### config.mk
export PLATFORM = sky130hd
export DESIGN_NAME = l1d_store_merge
export DESIGN_NICKNAME = d
export VERILOG_FILES = /design/src/hw/l1d_geom_pkg.sv /design/src/hw/l1d_bus_pkg.sv /design/src/hw/l1d_store_merge.sv
export SDC_FILE = /design/constraint.sdc
export NUM_CORES = 1
export LEC_CHECK = 0
export ABC_CLOCK_PERIOD_IN_PS = 2700
export BUFFER_PORTS_ARGS = -buffer_cell sky130_fd_sc_hd__clkbuf_2
export CAP_MARGIN = 40
export CORE_AREA = 5 5 82 84
export DETAILED_ROUTE_END_ITERATION = 7
export DIE_AREA = 0 0 87 89
export GPL_TIMING_DRIVEN = 1
export PLACE_DENSITY = 0.69
export SETUP_SLACK_MARGIN = 0.3
export SYNTH_ARGS = -nofsm -noshare
export SYNTH_HDL_FRONTEND = slang
export SYNTH_SLANG_ARGS = --single-unit
### constraint.sdc
create_clock -name vclk -period 2.7
set_input_delay 0.135 -clock vclk [all_inputs]
set_output_delay 0.135 -clock vclk [all_outputs]
set_load 0.01 [all_outputs]
### src/hw/l1d_geom_pkg.sv
// L1 data cache geometry
// Address split, line layout and byte enable types for the direct-mapped cache

package l1d_geom_pkg;

  // ======================================================================
  // Sizes
  // ======================================================================
  localparam int ADDR_BITS   = 32;
  localparam int WORD_BITS   = 32;
  localparam int OFFSET_BITS = 4;   // 16 byte lines
  localparam int INDEX_BITS  = 6;
  localparam int TAG_BITS    = 22;  // ADDR_BITS - INDEX_BITS - OFFSET_BITS
  localparam int LINE_WORDS  = 4;
  localparam int LINE_BYTES  = 16;
  localparam int NUM_LINES   = 64;

  // ======================================================================
  // Types
  // ======================================================================

  // Byte address as seen by the cache
  typedef struct packed {
    logic [TAG_BITS-1:0]    tag;
    logic [INDEX_BITS-1:0]  index;
    logic [OFFSET_BITS-1:0] offset;
  } l1d_addr_t;

  // Word 0 sits in the low 32 bits
  typedef logic [LINE_WORDS-1:0][WORD_BITS-1:0] l1d_line_t;

  // One enable per byte of a line
  typedef logic [LINE_BYTES-1:0] l1d_be_t;

endpackage

### src/hw/l1d_bus_pkg.sv
// L1 data cache bus types
// Core request, memory request and line store write formats

package l1d_bus_pkg;

  import l1d_geom_pkg::*;

  // Access size, same codes as the core's load/store type field
  typedef enum logic [2:0] {
    ACC_BYTE = 3'd0,
    ACC_HALF = 3'd1,
    ACC_WORD = 3'd2
  } acc_size_e;

  // Request from the core
  typedef struct packed {
    logic                 write;
    l1d_addr_t            addr;
    logic [WORD_BITS-1:0] wdata;
    acc_size_e            size;
  } core_req_t;

  // Request to memory, req is a one cycle strobe
  typedef struct packed {
    logic                 req;
    logic                 write;
    logic [ADDR_BITS-1:0] addr;
    logic [WORD_BITS-1:0] wdata;
    acc_size_e            size;
  } mem_req_t;

  // Byte-masked store into the line store
  typedef struct packed {
    logic                  en;
    logic [INDEX_BITS-1:0] index;
    l1d_be_t               be;
    l1d_line_t             data;
  } line_wr_t;

endpackage

### src/hw/l1d_store_merge.sv
// L1 data store merge
// Turns a core store into byte enables and lane-aligned data for one cache line

`timescale 1ns/1ps

module l1d_store_merge
  import l1d_geom_pkg::*, l1d_bus_pkg::*;
(
  input  logic      store_en,
  input  core_req_t store_req,
  output line_wr_t  line_wr
);

  logic [OFFSET_BITS-3:0] word_sel;
  logic [1:0]             lane;
  logic [3:0]             word_be;
  logic [WORD_BITS-1:0]   word_data;

  assign word_sel = store_req.addr.offset[OFFSET_BITS-1:2];
  assign lane     = store_req.addr.offset[1:0];

  // Replicate the data so every lane carries it, the enables pick the bytes
  always_comb
  begin
    case (store_req.size)
      ACC_BYTE:
      begin
        word_be   = 4'b0001 << lane;
        word_data = {4{store_req.wdata[7:0]}};
      end
      ACC_HALF:
      begin
        word_be   = 4'b0011 << lane;
        word_data = {2{store_req.wdata[15:0]}};
      end
      default:
      begin
        word_be   = 4'b1111;
        word_data = store_req.wdata;
      end
    endcase
  end

  assign line_wr.en    = store_en;
  assign line_wr.index = store_req.addr.index;
  assign line_wr.be    = {12'd0, word_be} << {word_sel, 2'b00};
  assign line_wr.data  = {LINE_WORDS{word_data}};

  // Misaligned stores are not supported
  always_comb
  begin
    if (store_en)
      a_store_aligned: assert final (
        (store_req.size == ACC_BYTE) ||
        (store_req.size == ACC_HALF && !lane[0]) ||
        (store_req.size == ACC_WORD && lane == 2'b00)
      );
  end

endmodule

==> results.md <==
* Fraction of final layout cells sized beyond drive strength 1 at 80.6%
* Cell class contributing the biggest share of worst-path delay: simple AND/OR/NAND/NOR gates
* Effective utilization at floorplan at 23.9%
* Register area at 0 um^2
* Number of distinct standard cells referenced by the synthesized netlist at 17
* Yosys warns at 0
* Sequential cell area fraction in the yosys report at 0%
* Vias per cell at 4.07
* Overall global routing resource usage at 9.66%
* I/O Buffers at 183
* Pin count of the biggest net entering global routing at 17
* Antenna Violating Nets Remaining at 0
* Max-slew headroom at the worst pin at 41.4%
* Share of total power consumed by net switching at 58.5%
* Final clock period utilization by the worst path at 69.6%
* Post CTS Setup Buffer Count at 0
* Net load switching power at 215 uW
* Worst Path Class, Setup: input port to primary output
* Combinational Power Share at 100.0%
* Setup ws final at 0.822 ns
* Total routed wirelength at 4460 um
* Transition time at the pin with the least slew margin at 0.875 ns
* Unrepaired setup endpoints after global routing: no
* Placeable core region at 5850 um^2
* Internal cell power at 152 uW
* Cell area after synthesis at 1400 um^2
* Die boundary height at 89 um
* Count of inserted antenna diode cells at 0
* Number of max-slew violations in the final report at 0
* Die ar. at 7740 um^2
* Count of max-cap constraint violations at 0
* Instance count of the mapped netlist at 185
* Arrival time of the worst setup path at 1.74 ns
* Result of the run: complete, no violations
* Largest fanout of any net on the critical path at 16
* Clock period minus final worst setup slack at 1.88 ns
* DP Wirelength at 3730 um
* Maximum operating frequency at 532 MHz
* Sequential group share of total power at 0%
* Aggregate global routing overflow at 0
* Syn_nets at 254
* Number of hold-slack violations in the final timing report at 0
* CP most frequent cell: clkbuf_2
* Via count of the first global-routing pass at 1245
* Slowest-stage cell, CP: or2_1
* Critical path depth in cells at 4
* Initial DRT Pass Iterations at 4
* Count of hold buffers inserted by post-cts repair at 0
* Io pins at 220
* Post-Layout Cell Count at 328
* Sequence of cells on the critical path: clkbuf_2 -> or2_1 -> o21ai_0 -> clkbuf_2
* Total negative setup slack at 0 ns
* Die Width at 87 um
* Final-layout clock buffer total at 0
* Via count at 1334
* Number of sequential storage elements at 0
* Global-route wire length before repair at 6090 um
* Remaining routing DRC violations at 0
* Resize count post-CTS at 0
* Peak per-stage delay on the critical path at 0.57 ns
* Clock Power Share at 0%
* Routed wire per std cell at 13.6 um
* Class of the tightest hold or removal check: input port to primary output
* Power Dens Cells at 238 nW/um^2
* Avg Inst Size Synth at 7.56 um^2
* Most used cells in the layout excluding fill and tap cells: 183 x clkbuf_2, 17 x o21ai_0, 14 x mux2_2
* Maximum vdd ir drop at 0.0952 mV
* Number of nets in the finished design at 324
* Final number of setup-violating endpoints at 0
* Critical path buffer and inverter count at 2
* First DRT Iteration DRCs at 17
* Data required time at the worst endpoint at 2.57 ns
* Antenna violations before repair at 0
* Most frequent standard cell in the layout excluding fill and tap cells: clkbuf_2
* Kind of start point of the critical path: input port
* Endpoint kind of the worst setup timing path: primary output
* Total placed cells including tap cells at 328
* Floorplan row count at 28
* Worst Hold Depth at 0
* Leakage at 0.000973 uW
* Growth of design area from synthesis to finish at 10.0%
* RD Place Congestion at 0.712
* Worst setup slack after placement at 0.761 ns
per-layer routing:
| layer | wire length [um] | track usage (%) | up-vias |
|---|---|---|---|
| li1 | - | - | 645 |
| met1 | 1640 | 12.4 | 567 |
| met2 | 2160 | 17.5 | 117 |
| met3 | 598 | 1.20 | 5 |
| met4 | 67 | 1.70 | 0 |
| met5 | 0 | 0 | - |
Yosys cell counts:
cell | n | area (um^2)
a21oi_1 | 12 | 60.1
a31oi_1 | 4 | 25.0
buf_2 | 2 | 10.0
buf_4 | 112 | 841
buf_6 | 3 | 33.8
mux2_2 | 14 | 158
mux2_4 | 2 | 30.0
mux2i_1 | 8 | 80.1
nand2_1 | 1 | 3.75
nand2b_1 | 3 | 18.8
nand3b_1 | 1 | 7.51
nor2_1 | 1 | 3.75
nor3_4 | 1 | 16.3
o21ai_0 | 17 | 85.1
o21bai_1 | 1 | 7.51
or2_1 | 1 | 6.26
or2_2 | 2 | 12.5
final timing paths:
check | slack, ns | endpoint | start
setup / recovery | 0.82 | line_wr[88] | store_req[1]
hold / removal | 0.27 | line_wr[147] | store_req[42]
final cells by class:
class / count / area [um^2]
Timing Repair Buffer: 185 / 931
Multi-Input combinational cell: 68 / 514
Fill cell: 649 / 4310
Tap cell: 75 / 93.8
power by group through the flow:
| stage | combinational, uW | sequential [uW] | clock, uW |
|---|---|---|---|
| 6_report | 366 | 0 | 0 |
| 5_1_grt | 400 | 0 | 0 |
| 4_1_cts | 373 | 0 | 0 |
| 2_1_floorplan | 334 | 0 | 0 |
| 3_3_place_gp | 369 | 0 | 0 |
| 3_5_place_dp | 372 | 0 | 0 |
per-stage QoR:
stage | hold slack (ns) | total power (uW) | util (%) | area, um^2
after global routing | 0.270 | 400 | 26.3 | 1540
final | 0.270 | 366 | 26.3 | 1540
after detailed placement | 0.270 | 372 | 26.3 | 1540
after CTS | 0.270 | 373 | 26.3 | 1540
after global placement | 0.270 | 369 | 26.3 | 1540
after floorplan | 0.362 | 334 | - | 1400
cells by family (layout without fill, tap and decap cells):
group	Yosys count	count (layout)	synth area share [%]
mux	24	24	19.1
simple gates	10	10	4.92
compound gates	34	34	12.7
buf+inv	117	185	63.2
Note: power is estimated with default switching activity, not from simulation.
