## src/hw/l1d_geom_pkg.sv

```systemverilog
// L1 data cache geometry
// Address split, line layout and byte enable types for the direct-mapped cache

package l1d_geom_pkg;

  // ======================================================================
  // Sizes
  // ======================================================================
  localparam int ADDR_BITS   = 32;
  localparam int WORD_BITS   = 32;
  localparam int OFFSET_BITS = 4;   // 16 byte lines
  localparam int INDEX_BITS  = 6;
  localparam int TAG_BITS    = 22;  // ADDR_BITS - INDEX_BITS - OFFSET_BITS
  localparam int LINE_WORDS  = 4;
  localparam int LINE_BYTES  = 16;
  localparam int NUM_LINES   = 64;

  // ======================================================================
  // Types
  // ======================================================================

  // Byte address as seen by the cache
  typedef struct packed {
    logic [TAG_BITS-1:0]    tag;
    logic [INDEX_BITS-1:0]  index;
    logic [OFFSET_BITS-1:0] offset;
  } l1d_addr_t;

  // Word 0 sits in the low 32 bits
  typedef logic [LINE_WORDS-1:0][WORD_BITS-1:0] l1d_line_t;

  // One enable per byte of a line
  typedef logic [LINE_BYTES-1:0] l1d_be_t;

endpackage

```

## src/hw/l1d_bus_pkg.sv

```systemverilog
// L1 data cache bus types
// Core request, memory request and line store write formats

package l1d_bus_pkg;

  import l1d_geom_pkg::*;

  // Access size, same codes as the core's load/store type field
  typedef enum logic [2:0] {
    ACC_BYTE = 3'd0,
    ACC_HALF = 3'd1,
    ACC_WORD = 3'd2
  } acc_size_e;

  // Request from the core
  typedef struct packed {
    logic                 write;
    l1d_addr_t            addr;
    logic [WORD_BITS-1:0] wdata;
    acc_size_e            size;
  } core_req_t;

  // Request to memory, req is a one cycle strobe
  typedef struct packed {
    logic                 req;
    logic                 write;
    logic [ADDR_BITS-1:0] addr;
    logic [WORD_BITS-1:0] wdata;
    acc_size_e            size;
  } mem_req_t;

  // Byte-masked store into the line store
  typedef struct packed {
    logic                  en;
    logic [INDEX_BITS-1:0] index;
    l1d_be_t               be;
    l1d_line_t             data;
  } line_wr_t;

endpackage

```

## src/hw/l1d_mem_seq.sv

```systemverilog
// L1 data memory sequencer
// Runs a four word line refill or a single write-through on the memory port

`timescale 1ns/1ps

module l1d_mem_seq
  import l1d_geom_pkg::*, l1d_bus_pkg::*;
(
  input  logic                  clk,
  input  logic                  rst,
  input  logic                  fill_start,
  input  logic                  wr_start,
  input  core_req_t             req_q,
  input  logic                  d_wait,
  input  logic [WORD_BITS-1:0]  d_out,
  output mem_req_t              mem_out,
  output logic                  fill_we,
  output logic [INDEX_BITS-1:0] fill_index,
  output logic [TAG_BITS-1:0]   fill_tag,
  output l1d_line_t             fill_line,
  output logic                  seq_done
);

  typedef enum logic [1:0] {
    SEQ_IDLE,
    SEQ_REQ,   // strobe cycle, d_wait not yet up
    SEQ_WAIT
  } seq_state_e;

  seq_state_e state;
  logic       is_fill;
  logic [1:0] cnt;
  l1d_line_t  line_q;
  l1d_addr_t  cur_addr;
  logic       beat_done;

  assign cur_addr   = l1d_addr_t'(mem_out.addr);
  assign beat_done  = (state == SEQ_WAIT) && !d_wait;
  assign fill_index = cur_addr.index;
  assign fill_tag   = cur_addr.tag;
  assign fill_line  = line_q;

  always_ff @(posedge clk or posedge rst)
  begin
    if (rst)
    begin
      state    <= SEQ_IDLE;
      mem_out  <= '0;
      is_fill  <= 1'b0;
      cnt      <= '0;
      fill_we  <= 1'b0;
      seq_done <= 1'b0;
    end
    else
    begin
      mem_out.req <= 1'b0;
      fill_we     <= 1'b0;
      seq_done    <= 1'b0;
      case (state)
        SEQ_IDLE:
        begin
          if (fill_start)
          begin
            mem_out <= '{req: 1'b1, write: 1'b0, wdata: req_q.wdata, size: ACC_WORD,
                         addr: {req_q.addr.tag, req_q.addr.index, {OFFSET_BITS{1'b0}}}};
            is_fill <= 1'b1;
            cnt     <= '0;
            state   <= SEQ_REQ;
          end
          else if (wr_start)
          begin
            mem_out <= '{req: 1'b1, write: 1'b1, addr: req_q.addr, wdata: req_q.wdata,
                         size: req_q.size};
            is_fill <= 1'b0;
            state   <= SEQ_REQ;
          end
        end
        SEQ_REQ: state <= SEQ_WAIT;
        default:
        begin
          if (beat_done && (!is_fill || cnt == 2'(LINE_WORDS-1)))
          begin
            fill_we  <= is_fill;
            seq_done <= 1'b1;
            state    <= SEQ_IDLE;
          end
          else if (beat_done)
          begin
            cnt          <= cnt + 2'd1;
            mem_out.req  <= 1'b1;  // next word of the line
            mem_out.addr <= mem_out.addr + ADDR_BITS'(WORD_BITS/8);
            state        <= SEQ_REQ;
          end
        end
      endcase
    end
  end

  // Words arrive from the line base, so the first ends up in word 0
  always_ff @(posedge clk)
  begin
    if (beat_done && is_fill)
      line_q <= {d_out, line_q[LINE_WORDS-1:1]};
  end

  a_start_when_idle: assert property (
    @(posedge clk) disable iff (rst)
    (fill_start || wr_start) |-> (state == SEQ_IDLE) && !(fill_start && wr_start)
  );

endmodule

```

## config.mk

```make
export PLATFORM = sky130hd
export DESIGN_NAME = l1d_mem_seq
export DESIGN_NICKNAME = d
export VERILOG_FILES = /design/src/hw/l1d_geom_pkg.sv /design/src/hw/l1d_bus_pkg.sv /design/src/hw/l1d_mem_seq.sv
export SDC_FILE = /design/constraint.sdc
export NUM_CORES = 1
export LEC_CHECK = 0
export CAP_MARGIN = 30
export CORE_ASPECT_RATIO = 1.75
export CORE_MARGIN = 10
export CORE_UTILIZATION = 40
export DETAILED_ROUTE_END_ITERATION = 10
export DONT_BUFFER_PORTS = 1
export GPL_ROUTABILITY_DRIVEN = 0
export PLACE_DENSITY = 0.56
export SLEW_MARGIN = 20
export SYNTH_ARGS = -nofsm -noshare
export SYNTH_HDL_FRONTEND = slang
export SYNTH_SLANG_ARGS = --single-unit
```

## constraint.sdc

```tcl
create_clock -name clk -period 10.7 [get_ports clk]
set_input_delay 2.675 -clock clk [delete_from_list [all_inputs] [get_ports clk]]
set_output_delay 2.675 -clock clk [all_outputs]
set_load 0.01 [all_outputs]
```

==> results.sh <==
export IMPL_status="completed"
export IMPL_yosysTopAreaCell="edfxtp_1"
export IMPL_clock_skew_ns=0.0117
export IMPL_timing_critical_path_cells="nor3b_1 -> nand2_1 -> nor4_1 -> mux2i_1 -> a21o_1"
export IMPL_yosys_top_cells_count="135 x nand2_1, 128 x edfxtp_1, 76 x dfrtp_1, 29 x buf_4, 21 x o21ai_0"
export IMPL_period_share_pct=36.9
export IMPL_clock_sinks=204
export IMPL_fillerInstances=1710
export IMPL_critical_path_class="input pin to flip-flop"
export IMPL_ant_nets=0
export IMPL_finalCriticalPeriod_ns=3.95
export IMPL_start_kind="input pin"
export IMPL_tightestPinTransition_ns=0.800
export IMPL_swShare_pct=36.7
export IMPL_p_int_mw=1.70
export IMPL_vias=4570
export IMPL_finalSetupTns_ns=0
export IMPL_path_clk_slew_ns=0.07
export IMPL_finalCoreUtilization_pct=44.8
export IMPL_initial_core_util_pct=40.9
export IMPL_power_leakage_nw=3.23
export IMPL_htreeDepth=1
export IMPL_final_cells=818
export IMPL_report_final_slew_viol_count=0
export IMPL_nets=669
export IMPL_combPwrFrac_pct=18.7
export IMPL_io_pins=332
export IMPL_setup_viol=0
export IMPL_worstPathMaxFanout=18
export IMPL_drv_cap=0
export IMPL_layout_drive_gt1_share_pct=9.90
export IMPL_yosysWarnings=0
export IMPL_grt_overflow_total=0
export IMPL_core_area_mm2=0.0193
export IMPL_crit_family="simple AND/OR/NAND/NOR gates"
export IMPL_synthArstFlopShare_pct=37.3
export IMPL_cp_arrival_ns=4.33
export IMPL_fmax_ghz=0.253
export IMPL_cts_root_buf="clkbuf_16"
export IMPL_synth_most_common_cell="nand2_1"
export IMPL_antenna_found_initial=1
export IMPL_synth_area_mm2=0.00789
export IMPL_routedWlPerCell_um=26.2
export IMPL_totalWireLength_mm=21.4
export IMPL_dp_cells=780
export IMPL_synth_net_count=692
export IMPL_cts_resized=0
export IMPL_synth_cells=585
export IMPL_numCtsBuffers=20
export IMPL_synth_area_top_cells="edfxtp_1 49%, dfrtp_1 24%, nand2_1 6.4%"
export IMPL_worstSkewPairLatency_ns=0.49
export IMPL_syn2layout_area_growth_pct=9.55
export IMPL_slew_headroom_pct=46.7
export IMPL_synth_edf_count=128
export IMPL_grt_pass1_vias=4599
export IMPL_crit_slowest_cell="nor4_1"
export IMPL_max_clock_path_buffers=3
export IMPL_drt_vias_per_instance=5.59
export IMPL_end_kind="flip-flop"
export IMPL_first_pass_iters=6
export IMPL_numPortBuffers=0
export IMPL_slowest_delay_ns=0.54
export IMPL_ctsHoldBuffers=0
export IMPL_hold_class="flip-flop to flip-flop"
export IMPL_p_seq_share_pct=54.2
export IMPL_drt_first_iter_violations=386
export IMPL_drc=0
export IMPL_ys_types=61
export IMPL_synth_seq_area_share_pct=72.9
export IMPL_die_height_um=206
export IMPL_clock_power_share_pct=27.1
export IMPL_postCtsSetupRepairBufs=0
export IMPL_rsz0062_at_grt="false"
export IMPL_syn_area_per_cell_um2=13.5
export IMPL_holdWs_ns=0.528
export IMPL_critPathBufInv=0
export IMPL_vdd_drop_max_mv=0.167
export IMPL_row_count=67
export IMPL_grt_pass1_wl_mm=30.9
export IMPL_synth_seq_cells=204
export IMPL_ys_flop_type="edfxtp_1"
export IMPL_p_per_area_mw_per_mm2=311
export IMPL_grt_max_degree=92
export IMPL_die_area_mm2=0.0260
export IMPL_detailed_place_hpwl_mm=16.0
export IMPL_finalHoldViolCount=0
export IMPL_track_usage_pct=15.2
export IMPL_die_x_um=126
export IMPL_crit_required_ns=11.08
export IMPL_power_switching_uw=985
export IMPL_tritoncts="yes"
export IMPL_synth_top_area_share_pct=48.7
metal layers:
metal  vias to the layer above  global-route usage (%)  wire (µm)
met1                      2205                    15.3       6860
met2                       264                    27.4      11600
met4                         0                    4.61        447
met5                         -                       0          0
met3                        35                    6.96       2470
li1                       2066                       -          -
flip-flops by register name, indices dropped and copies added (netlist names):
name,cells
cnt,2
fill_line,128
is_fill,1
fill_we,1
seq_done,1
state,2
cur_addr,32
mem_out,37
worst reg2reg max path, cell delays in order (launching register included):
cell and delay [ns]:
dfrtp_1 0.60, or2b_1 0.39, nor2_1 0.16, and2_4 0.47, buf_6 0.66
final cells by class:
class / count / area [µm²] / share of cell area, %
Tap cell: 241 / 302 / 3.49
Timing Repair Buffer: 7 / 88.8 / 1.03
Clock buffer: 21 / 526 / 6.08
Sequential cell: 204 / 5750 / 66.5
Multi-Input combinational cell: 324 / 1790 / 20.8
Clock inverter: 15 / 163 / 1.88
Antenna cell: 1 / 2.50 / 0.0290
Inverter: 5 / 20.0 / 0.232
power by group through the flow:
stage               clock (mW)  combinational, mW  sequential, mW
floorplan                    0              0.503            1.34
global placement             0              0.478            1.47
detailed placement           0              0.501            1.48
CTS                      0.751              0.503            1.47
global route             0.779              0.569            1.49
finish                   0.728              0.502            1.45
per-stage QoR:
stage	worst slack (ns)	power, mW	cell area, µm²
4_1_cts	6.60	2.72	8610
6_report	6.75	2.68	8640
3_3_place_gp	6.13	1.95	7900
3_5_place_dp	6.07	1.99	7920
5_1_grt	6.64	2.84	8640
2_1_floorplan	4.46	1.85	7890
worst paths after layout:
path	startpoint	endpoint	depth (start not counted)	slack, ns
worst min-delay path	fill_line[58]$_DFFE_PP_	fill_line[26]$_DFFE_PP_	0	0.53
min in group asynchronous	rst	mem_out[25]$_DFFE_PP0P_	2	2.11
max in group asynchronous	rst	cur_addr[18]$_DFFE_PP0P_	3	8.00
worst max register to register	state[1]$_DFFE_PP0P_	fill_line[114]$_DFFE_PP_	4	7.95
worst min register to register	fill_line[58]$_DFFE_PP_	fill_line[26]$_DFFE_PP_	0	0.53
worst max-delay path	d_wait	cur_addr[17]$_DFFE_PP0P_	5	6.75
cell usage in the layout (no fill, tap or decap), types with 4 or more instances in the layout:
| master | Yosys | routed |
|---|---|---|
| a21o_1 | 5 | 5 |
| a21oi_1 | 11 | 11 |
| a221o_1 | 4 | 4 |
| a22oi_1 | 8 | 8 |
| a31oi_1 | 9 | 9 |
| and2_1 | 5 | 4 |
| and3_1 | 10 | 10 |
| buf_4 | 29 | 4 |
| clkbuf_16 | 0 | 21 |
| clkinv_1 | 0 | 4 |
| clkinv_2 | 0 | 4 |
| dfrtp_1 | 76 | 76 |
| edfxtp_1 | 128 | 128 |
| nand2_1 | 135 | 135 |
| nand3_1 | 13 | 13 |
| nand4_1 | 8 | 8 |
| nor2_1 | 18 | 18 |
| nor2b_1 | 5 | 5 |
| nor3_1 | 5 | 5 |
| nor4_1 | 5 | 5 |
| o211ai_1 | 5 | 5 |
| o21ai_0 | 21 | 21 |
| o311ai_1 | 6 | 6 |
logic make-up after synthesis:
logic type      after synthesis  share of synthesized area (%)
mux                           4                          0.524
xor+xnor                      1                          0.111
flops                       204                           72.9
simple gates                227                           14.0
fa+ha+maj                     2                          0.317
buf+inv                      57                           4.46
compound gates               90                           7.73
No activity file was read; power rests on OpenSTA's default activity.
