--- src/hw/l1d_geom_pkg.sv ---
// L1 data cache geometry
// Address split, line layout and byte enable types for the direct-mapped cache

package l1d_geom_pkg;

  // ======================================================================
  // Sizes
  // ======================================================================
  localparam int ADDR_BITS   = 32;
  localparam int WORD_BITS   = 32;
  localparam int OFFSET_BITS = 4;   // 16 byte lines
  localparam int INDEX_BITS  = 6;
  localparam int TAG_BITS    = 22;  // ADDR_BITS - INDEX_BITS - OFFSET_BITS
  localparam int LINE_WORDS  = 4;
  localparam int LINE_BYTES  = 16;
  localparam int NUM_LINES   = 64;

  // ======================================================================
  // Types
  // ======================================================================

  // Byte address as seen by the cache
  typedef struct packed {
    logic [TAG_BITS-1:0]    tag;
    logic [INDEX_BITS-1:0]  index;
    logic [OFFSET_BITS-1:0] offset;
  } l1d_addr_t;

  // Word 0 sits in the low 32 bits
  typedef logic [LINE_WORDS-1:0][WORD_BITS-1:0] l1d_line_t;

  // One enable per byte of a line
  typedef logic [LINE_BYTES-1:0] l1d_be_t;

endpackage

--- src/hw/l1d_bus_pkg.sv ---
// L1 data cache bus types
// Core request, memory request and line store write formats

package l1d_bus_pkg;

  import l1d_geom_pkg::*;

  // Access size, same codes as the core's load/store type field
  typedef enum logic [2:0] {
    ACC_BYTE = 3'd0,
    ACC_HALF = 3'd1,
    ACC_WORD = 3'd2
  } acc_size_e;

  // Request from the core
  typedef struct packed {
    logic                 write;
    l1d_addr_t            addr;
    logic [WORD_BITS-1:0] wdata;
    acc_size_e            size;
  } core_req_t;

  // Request to memory, req is a one cycle strobe
  typedef struct packed {
    logic                 req;
    logic                 write;
    logic [ADDR_BITS-1:0] addr;
    logic [WORD_BITS-1:0] wdata;
    acc_size_e            size;
  } mem_req_t;

  // Byte-masked store into the line store
  typedef struct packed {
    logic                  en;
    logic [INDEX_BITS-1:0] index;
    l1d_be_t               be;
    l1d_line_t             data;
  } line_wr_t;

endpackage

--- src/hw/l1d_ctrl.sv ---
// L1 data cache controller
// Captures core requests, checks the tag and steers hits, refills and write-throughs

`timescale 1ns/1ps

module l1d_ctrl
  import l1d_geom_pkg::*, l1d_bus_pkg::*;
(
  input  logic                  clk,
  input  logic                  rst,
  input  logic                  core_req,
  input  core_req_t             core_in,
  output logic                  core_wait,
  output logic [WORD_BITS-1:0]  core_out,
  output logic [INDEX_BITS-1:0] lookup_index,
  input  logic [TAG_BITS-1:0]   rd_tag,
  input  logic                  rd_valid,
  input  l1d_line_t             rd_line,
  output core_req_t             store_req,
  output logic                  store_en,
  output logic                  fill_start,
  output logic                  wr_start,
  output core_req_t             req_q,
  input  logic                  seq_done,
  input  l1d_line_t             fill_line
);

  typedef enum logic [2:0] {
    S_IDLE,
    S_LOOKUP,
    S_RESULT,
    S_FILL,
    S_WRITE
  } ctrl_state_e;

  ctrl_state_e            state;
  ctrl_state_e            state_d;
  logic                   hit;
  logic [OFFSET_BITS-3:0] word_sel;

  // ======================================================================
  // Lookup and hit check
  // ======================================================================

  // Index goes out before the capture edge so tags are ready in S_LOOKUP
  assign lookup_index = (state == S_IDLE) ? core_in.addr.index : req_q.addr.index;

  assign hit      = rd_valid && (rd_tag == req_q.addr.tag);
  assign word_sel = req_q.addr.offset[OFFSET_BITS-1:2];

  assign core_wait  = (state != S_IDLE);
  assign fill_start = (state == S_LOOKUP) && !req_q.write && !hit;
  assign wr_start   = (state == S_LOOKUP) && req_q.write;  // write-through on hit and miss
  assign store_en   = wr_start && hit;                     // no allocate on write miss
  assign store_req  = req_q;

  // ======================================================================
  // State machine
  // ======================================================================
  always_comb
  begin
    state_d = state;
    case (state)
      S_IDLE:
      begin
        if (core_req)
          state_d = S_LOOKUP;
      end
      S_LOOKUP:
      begin
        if (req_q.write)
          state_d = S_WRITE;
        else if (hit)
          state_d = S_RESULT;
        else
          state_d = S_FILL;
      end
      S_RESULT: state_d = S_IDLE;
      S_FILL, S_WRITE:
      begin
        if (seq_done)
          state_d = S_IDLE;
      end
      default: state_d = S_IDLE;
    endcase
  end

  always_ff @(posedge clk or posedge rst)
  begin
    if (rst)
    begin
      state    <= S_IDLE;
      core_out <= '0;
    end
    else
    begin
      state <= state_d;
      if (state == S_RESULT)
        core_out <= rd_line[word_sel];
      else if (state == S_FILL && seq_done)
        core_out <= fill_line[word_sel];   // requested word of the new line
    end
  end

  // Request held for the whole access
  always_ff @(posedge clk)
  begin
    if (state == S_IDLE && core_req)
      req_q <= core_in;
  end

  a_state_known: assert property (
    @(posedge clk) disable iff (rst) !$isunknown(state)
  );

endmodule

--- config.mk ---
export PLATFORM = sky130hd
export DESIGN_NAME = l1d_ctrl
export DESIGN_NICKNAME = d
export VERILOG_FILES = /design/src/hw/l1d_geom_pkg.sv /design/src/hw/l1d_bus_pkg.sv /design/src/hw/l1d_ctrl.sv
export SDC_FILE = /design/constraint.sdc
export NUM_CORES = 1
export LEC_CHECK = 0
export BUFFER_PORTS_ARGS = -buffer_cell sky130_fd_sc_hd__buf_2
export CORE_AREA = 3 3 204 206
export CTS_CLUSTER_SIZE = 30
export DETAILED_ROUTE_END_ITERATION = 8
export DIE_AREA = 0 0 207 209
export SYNTH_ARGS = -nofsm -noshare
export SYNTH_HDL_FRONTEND = slang
export SYNTH_SLANG_ARGS = --single-unit
--- constraint.sdc ---
create_clock -name clk -period 6.4 [get_ports clk]
set_input_delay 0.64 -clock clk [delete_from_list [all_inputs] [get_ports clk]]
set_output_delay 0.64 -clock clk [all_outputs]
set_load 0.02 [all_outputs]
==> impl_metrics.ini, run 1 <==
[status]
status = completed

[layout]
fin_cells = 1400
drive_gt1_share_pct = 70.8
final_nets = 1220
fillCellCount = 4302
areaGrowthSynthToFinish_pct = 47.9

[power_and_ir_drop]
cellLeakagePower_nw = 4.09
pwr_density_cell_mw_per_mm2 = 378
clkPwrFrac_pct = 16.9
p_sw_mw = 1.51
p_int_mw = 1.93
sequentialPowerShare_pct = 32.7
p_comb_share_pct = 50.3
p_total_mw = 3.44
p_sw_share_pct = 43.9
ir_drop_mv = 0.142

[critical_path]
crit_top_cell = buf_4
worstPathArrival_ns = 2.11
cp.depth = 3
crit_path_max_incr_delay_ns = 0.69
reg2reg_to = req_q[12]
critPathSlowestCell = buf_4
end_kind = primary output
regToRegSetupSlack_ns = 3.90
critPathKind = flip-flop to primary output
cp_num_buf_inv = 3
regToRegStartpoint = state[1]
start_kind = flip-flop
r2r.worst_path.cells = 2
critical_path.top_delay_family = buffers and inverters
crit_fanout = 45
cp_data_required_time_ns = 5.76
path_cells = buf_4, buf_4, buf_2

[sta]
slew_viol_final = 0
worstMarginPinSlew_ns = 0.978
fmax_mhz = 364
fin_crit_ns = 2.75
slew_headroom_pct = 34.8
finalHoldViolCount = 0
final-setup-viol-count = 0
tns_ns = 0
clock_skew_ns = 0.0106
grt_setup_unrepaired = no
timing.final.crit_share_pct = 42.9

[place]
dp_hpwl_mm = 19.7
placed_cells = 1383
routabilityCongestion = 0.886
port_buffers = 528

[logic_synthesis]
syn-num-nets = 770
ys_seq_area_share_pct = 47.5
synth-edff-count = 68
synth_top_area_share_pct = 33.2
yosys.area_share.simple_pct = 4.72
synth_cell_types = 31
synthArstFlopShare_pct = 34.0
synthTopCellsByCount = buf_4, edfxtp_1, mux4_2
synthAdderAreaFrac_pct = 0
ys_ff_latch = 103
synth_area_leaders = edfxtp_1, mux4_2, dfrtp_1
synth-compound-area-share_pct = 3.26
postSynthCellCount = 419
yosysWarningCount = 0
synth.mux.area_fraction_pct = 29.8
syn_area_sq_mm = 0.00615
synth-main-ff-cell = edfxtp_1
yosysTopAreaCell = edfxtp_1
synthXorXnorAreaFrac_pct = 3.13
synth_most_common_cell = buf_4
synth_top_family_by_area = multiplexers
avgSynthCellArea_sq_um = 14.7

[global_routing]
grt_util_all_layers_pct = 10.4
antenna_found_initial = 6
grt.overflow.total = 0
grt_pass1_vias = 5733
grt_pass1_wl_mm = 34.0
grt_start_max_net_pins = 69

[floorplan]
core_sq_mm = 0.0398
die_w_microns = 207
die_h_microns = 209
pin_count = 529
rows = 73
dieArea_sq_mm = 0.0433
initial_core_util_pct = 15.4

[route]
wl_per_cell_microns = 16.8
wl_mm = 23.5
drt_pass1_iterations = 4
vias_per_cell = 3.85
antenna_left = 0
detail_route.iter0.violations = 204
vias = 5384
drcViolationCount = 0

[clock_tree]
cts_setup_buffers = 0
path_clk_slew_ns = 0.08
cts_resized = 0
root_buffer = clkbuf_16
h-tree-depth = 3
numCtsBuffers = 9
clock-sinks = 103
insertion_delay_ns = 0.37
hold_buffers = 0
clockBufferDepth = 2
cts_tree = yes

[min_path]
hold_class = primary input to flip-flop
min_from = core_in[37]
hold-path-cell-count = 1
hold_path_end = req_q[37]

[job]
cap_violations = 0
## cell type report
class	count	area, sq um	share of cell area, %
multi-input combinational	220	2520	27.7
inverter	2	7.51	0.0826
tap	525	657	7.22
antenna	1	2.50	0.0275
clock buffer	9	225	2.48
timing repair buffer	533	2680	29.5
clock inverter	7	83.8	0.922
sequential	103	2920	32.1
## power by group through the flow
| stage | Combinational (mW) | Sequential, mW | Clock (mW) |
|---|---|---|---|
| 6_report | 1.73 | 1.13 | 0.582 |
| 5_1_grt | 1.86 | 1.16 | 0.645 |
| 4_1_cts | 1.77 | 1.13 | 0.623 |
| 3_5_place_dp | 1.77 | 1.14 | 0 |
| 3_3_place_gp | 1.75 | 1.13 | 0 |
| 2_1_floorplan | 1.06 | 1.36 | 0 |
## logic make-up after synthesis
| kind of cell | after synthesis |
|---|---|
| and+or+nand+nor | 59 |
| AOI/OAI and AO/OA | 37 |
| buffers and inverters | 96 |
| xor gates and xnor gates | 22 |
| DFF | 103 |
| muxes | 102 |
## layout by cell type (no fill, tap or decap), types with 2 or more instances in the layout
cell	n
buf_2	528
edfxtp_1	68
mux4_2	64
dfrtp_1	35
nand2_1	33
mux2i_1	32
o21ai_1	32
xnor2_1	19
nand4_1	9
clkbuf_16	9
mux2_1	6
buf_4	5
nor2_1	4
xor2_1	3
inv_8	3
nand2b_1	2
nand3b_1	2
a21oi_1	2
nor4_1	2
clkinv_8	2
## through the flow
stage	hold WS (ns)	utilization [%]	area, sq um	setup WS [ns]
3_3_place_gp	0.463	22.1	8780	3.70
2_1_floorplan	0.516	-	6150	3.38
5_1_grt	0.399	22.8	9090	3.37
4_1_cts	0.396	22.8	9090	3.53
6_report	0.439	22.8	9090	3.65
3_5_place_dp	0.471	22.1	8780	3.70
## worst register-to-register path: cells and delay by family, from the launching register on
| kind | cells | cell delay [ns] |
|---|---|---|
| DFF | 1 | 0.49 |
| and+or+nand+nor | 2 | 1.58 |
## metal layers
metal	wire length [microns]	track usage [%]
met1	8780	11.5
met2	12300	18.9
met3	1860	3.20
met4	510	3.70
met5	57	0
## state kept, by name, summed over array words and instances (netlist names)
register and flops:
core_out 32, req_q 68, state 3
## worst max path at each step
stage | startpoint | to | slack, ns
floorplan | state[0] | req_q[0] | 3.38
finish | req_q[37] | store_req[37] | 3.65
CTS | req_q[37] | store_req[37] | 3.53
detailed placement | rd_tag[0] | store_en | 3.70
global placement | rd_tag[20] | store_en | 3.70
global route | req_q[37] | store_req[37] | 3.37
Note: power is estimated with default switching activity, not from simulation.
==> run 2, diff against run 1 <==
- CORE_AREA: 3 3 204 206 -> 3 3 206 208
- DIE_AREA: 0 0 207 209 -> 0 0 209 211
- clock period: 6.4 -> 2.58 ns (I/O delays scaled with it)
==> run 2 against run 1 <==
Compared with the run above: final cell count up 1.0%; register-to-register slack worse by 3.1 ns; clock power rose to 2.6 times the previous value; sequential share of layout area down 0.49 points; sequential power up 150%; first-iteration DRC count up 17%.
==> impl_metrics.ini, run 2 (synthesized netlist as in run 1, its figures left out) <==
[floorplan]
die_w_microns = 209
pin_count = 529
initial_core_util_pct = 15.1
core_sq_mm = 0.0407
dieArea_sq_mm = 0.0441
die_h_microns = 211
rows = 74

[layout]
diodes = 0
top_regs = req_q: 68 flops, core_out: 32 flops, state: 3 flops
final_cell_area_sq_mm = 0.00923
top_register = req_q
fin_util_pct = 22.7
final_common_cell = buf_2
largest_reg_flops = 68
drive_gt1_share_pct = 70.9
final_nets = 1228
areaGrowthSynthToFinish_pct = 50.2
layout_common_cells = buf_2, edfxtp_1, mux4_2, dfrtp_1, nand2_1
fillCellCount = 4387

[power_and_ir_drop]
pwr_density_cell_mw_per_mm2 = 951
ir_drop_mv = 0.334
cellLeakagePower_nw = 4.15
p_sw_mw = 3.83
p_sw_share_pct = 43.6
sequentialPowerShare_pct = 31.9
clkPwrFrac_pct = 17.1
p_int_mw = 4.95
p_comb_share_pct = 51.0

[clock_tree]
cts_setup_buffers = 0
root_buffer = clkbuf_16
h-tree-depth = 3
path_clk_slew_ns = 0.08
cts_resized = 0
numCtsBuffers = 9
insertion_delay_ns = 0.38
clockBufferDepth = 2
cts_tree = yes
hold_buffers = 2
clock-sinks = 103

[sta]
grt_setup_unrepaired = no
final-setup-viol-count = 0
clock_skew_ns = 0.0136
slew_viol_final = 0
holdWs_ns = 0.0465
tns_ns = 0
slew_headroom_pct = 41.1
timing.final.crit_share_pct = 89.0
finalHoldViolCount = 0
fin_crit_ns = 2.30
worstMarginPinSlew_ns = 0.883
fmax_mhz = 435

[critical_path]
regToRegStartpoint = req_q[37]
critPathKind = flip-flop to primary output
cp_num_buf_inv = 2
crit_fanout = 3
critical_path.top_delay_family = simple AND/OR/NAND/NOR gates
critPathSlowestCell = edfxtp_1
worstPathArrival_ns = 2.04
reg2reg_to = core_out[21]
path_cells = xnor2_1, nand4_1, nor4_1, buf_4, and4_1, buf_2
r2r.worst_path.cells = 5
crit_path_max_incr_delay_ns = 0.45
regToRegSetupSlack_ns = 0.80
cp_data_required_time_ns = 2.32
end_kind = primary output
start_kind = flip-flop

[route]
vias = 5452
detail_route.iter0.violations = 238
antenna_left = 0
drcViolationCount = 0
drt_pass1_iterations = 4
vias_per_cell = 3.86
wl_mm = 24.8
wl_per_cell_microns = 17.5

[min_path]
hold_class = primary input to asynchronous set/reset pin

[global_routing]
antenna_found_initial = 2
grt_util_all_layers_pct = 10.7
grt_pass1_vias = 5670
grt.overflow.total = 0
grt_pass1_wl_mm = 34.5
grt_start_max_net_pins = 69

[place]
port_buffers = 528
routabilityCongestion = 0.798
dp_hpwl_mm = 21.0
dpl-instance-area_sq_mm = 0.00890

[job]
cap_violations = 0

[status]
status = completed
run 2: power groups by stage:
stage	clock (mW)	sequential (mW)	combinational [mW]
floorplan	0	3.37	2.63
global placement	0	2.82	4.54
detailed placement	0	2.85	4.57
CTS	1.59	2.82	4.58
global route	1.64	2.88	4.81
finish	1.50	2.80	4.48
run 2: area by class of cell:
cell class | count | area [sq um] | area share, %
repair buffers | 541 | 2810 | 30.4
multi-input cells | 220 | 2520 | 27.3
clock buffers | 9 | 225 | 2.44
inverters | 2 | 7.51 | 0.0813
clock inverters | 7 | 90.1 | 0.976
flip-flops and latches | 103 | 2920 | 31.6
well taps | 532 | 666 | 7.21
run 2: worst max path at each step:
stage	cells after the start	startpoint	to	slack [ns]
finish	6	req_q[55]	store_en	0.28
global route	5	req_q[62]	fill_start	0.09
CTS	5	req_q[63]	fill_start	0.22
detailed placement	5	req_q[63]	fill_start	0.67
global placement	5	req_q[62]	fill_start	0.65
floorplan	3	state[0]	req_q[0]	0.29
run 2: per-stage QoR:
| step | setup slack, ns | cells | total power [mW] |
|---|---|---|---|
| after floorplan | 0.285 | 419 | 6.00 |
| after global placement | 0.653 | 1396 | 7.36 |
| after detailed placement | 0.672 | 1396 | 7.42 |
| after CTS | 0.215 | 1414 | 8.99 |
| after global routing | 0.0906 | 1414 | 9.33 |
| final | 0.283 | 1414 | 8.78 |
run 2: per-layer routing:
metal	wire length (microns)	GRT usage (%)	share of wire (%)	vias up
li1	-	-	-	2454
met1	8760	11.4	35	2602
met2	13000	19.4	52	348
met3	1990	2.78	8.0	44
met4	998	5.94	4.0	4
met5	27	0	0.11	-
==> run 3, diff against run 2 <==
- CORE_AREA: 3 3 206 208 -> 3 3 204 206
- DIE_AREA: 0 0 209 211 -> 0 0 207 209
- GPL_TIMING_DRIVEN: not set -> 0
- PLACE_DENSITY_LB_ADDON: not set -> 0.25
- clock period: 2.58 -> 2.7 ns (I/O delays scaled with it)
==> run 3 against run 2 <==
Compared with the run above: count of clock-buffer cells in the layout grew 1; via count grew 5.8%; non-clock buffer count grew 84; clock skew shrank 0.0019 ns; sequential cell count is the same; sequential power shrank 4%; clock power shrank 5%; critical endpoint is now lookup_index[5].
==> impl_metrics.ini, run 3 (synthesized netlist as in run 1, its figures left out) <==
[floorplan]
pin_count = 529
initial_core_util_pct = 15.4
core_sq_mm = 0.0398
die_h_microns = 209
dieArea_sq_mm = 0.0433
rows = 73
die_w_microns = 207

[global_routing]
grt_pass1_wl_mm = 41.2
grt_pass1_vias = 6274
antenna_found_initial = 11
grt_start_max_net_pins = 67
grt_util_all_layers_pct = 13.1
grt.overflow.total = 0

[clock_tree]
path_clk_slew_ns = 0.08
insertion_delay_ns = 0.36
numCtsBuffers = 9
root_buffer = clkbuf_16
cts_setup_buffers = 0
clock-sinks = 103
h-tree-depth = 3
cts_tree = yes
clockBufferDepth = 2

[critical_path]
start_kind = flip-flop
r2r.worst_path.cells = 4
regToRegStartpoint = state[0]
crit_fanout = 8
worstPathArrival_ns = 2.25
regToRegSetupSlack_ns = 0.28
reg2reg_to = req_q[4]
end_kind = primary output
critPathKind = flip-flop to primary output
cp_data_required_time_ns = 2.43

[layout]
largest_reg_flops = 68
drive_gt1_share_pct = 72.6
areaGrowthSynthToFinish_pct = 60.1
final_common_cell = buf_2
layout_common_cells = buf_2, buf_4, edfxtp_1, mux4_2, dfrtp_1
top_regs = req_q: 68 flops, core_out: 32 flops, state: 3 flops
seq_area_sq_mm = 0.00292
top_register = req_q
multi_input_area_sq_mm = 0.00252
final_nets = 1312
fillCellCount = 4337

[place]
port_buffers = 528
routabilityCongestion = 0.943
dp_hpwl_mm = 26.0

[power_and_ir_drop]
cellLeakagePower_nw = 4.53
pwr_density_cell_mw_per_mm2 = 896
ir_drop_mv = 0.403

[sta]
fmax_mhz = 397
holdWs_ns = 0.0763
slew_headroom_pct = 34.0
final-setup-viol-count = 0
timing.final.crit_share_pct = 93.2
fin_crit_ns = 2.52
tns_ns = 0
grt_setup_unrepaired = no
finalHoldViolCount = 0
worstMarginPinSlew_ns = 0.985
clock_skew_ns = 0.0118
slew_viol_final = 0

[route]
detail_route.iter0.violations = 176
wl_per_cell_microns = 19.6
drt_pass1_iterations = 4
wl_mm = 29.3
antenna_left = 0
vias_per_cell = 3.85
drcViolationCount = 0
vias = 5766

[min_path]
hold_path_end = req_q[54]
hold-path-cell-count = 1
min_from = core_in[54]
hold_class = primary input to flip-flop

[status]
status = completed

[job]
cap_violations = 0
-- run 3: changes by cell type in the layout (fill, tap and decap cells not counted), moves of 4 or more --
| cell | change |
|---|---|
| buf_4 | +63 |
| buf_2 | +8 |
| buf_6 | +7 |
| clkbuf_1 | +7 |
| diode_2 | +7 |
| buf_12 | -4 |
-- run 3: worst max-delay path, cell delays in order (launching register included) --
cell     delay [ns]
dfrtp_1        0.36
buf_2          0.16
nor3_2         0.81
mux2_1         0.39
buf_2          0.16
-- run 3: timing repair --
action,4_1_cts,5_1_grt
endpoints found under the setup margin,0,1
hold buffers,1,0
hold endpoints to repair,3,0
gates resized for setup,0,1
-- run 3: report_power, final --
| group | switching, mW | internal (mW) |
|---|---|---|
| sequential | 0.365 | 2.31 |
| clock | 0.610 | 0.811 |
| combinational | 2.71 | 2.00 |
| total | 3.69 | 5.13 |
-- run 3: worst max-delay path by stage --
stage,start,endpoint,depth (start not counted)
floorplan,state[0],req_q[0],3
global placement,state[0],req_q[35],3
detailed placement,state[0],req_q[32],4
CTS,state[0],lookup_index[5],4
global route,state[0],lookup_index[5],4
finish,state[0],lookup_index[5],4
-- run 3: per-stage QoR --
stage               setup WS [ns]  power, mW  utilization (%)  area [sq um]  std cells
finish                      0.183       8.81             24.7          9840       1497
global route              0.00280       9.40             24.7          9840       1496
CTS                        0.0608       9.02             24.7          9820       1490
detailed placement          0.208       7.53             23.8          9500       1474
global placement           -0.666       7.48             23.7          9450       1472
floorplan                   0.405       5.73                -          6150        419
-- run 3: cell type report --
cell class / count / area share (%)
Sequential cell: 103 / 29.7
Timing Repair Buffer: 531 / 27.4
Multi-Input combinational cell: 220 / 25.6
Buffer: 94 / 7.21
Tap cell: 525 / 6.68
Clock buffer: 10 / 2.33
Clock inverter: 5 / 0.826
Antenna cell: 7 / 0.178
Inverter: 2 / 0.0763
-- run 3: layer usage --
metal / GRT usage (%) / vias to the layer above / wire, microns
met3: 3.92 / 52 / 2260
li1: - / 2630 / -
met2: 24.4 / 368 / 15500
met4: 9.06 / 2 / 1840
met1: 12.3 / 2714 / 9640
met5: 0 / - / 9
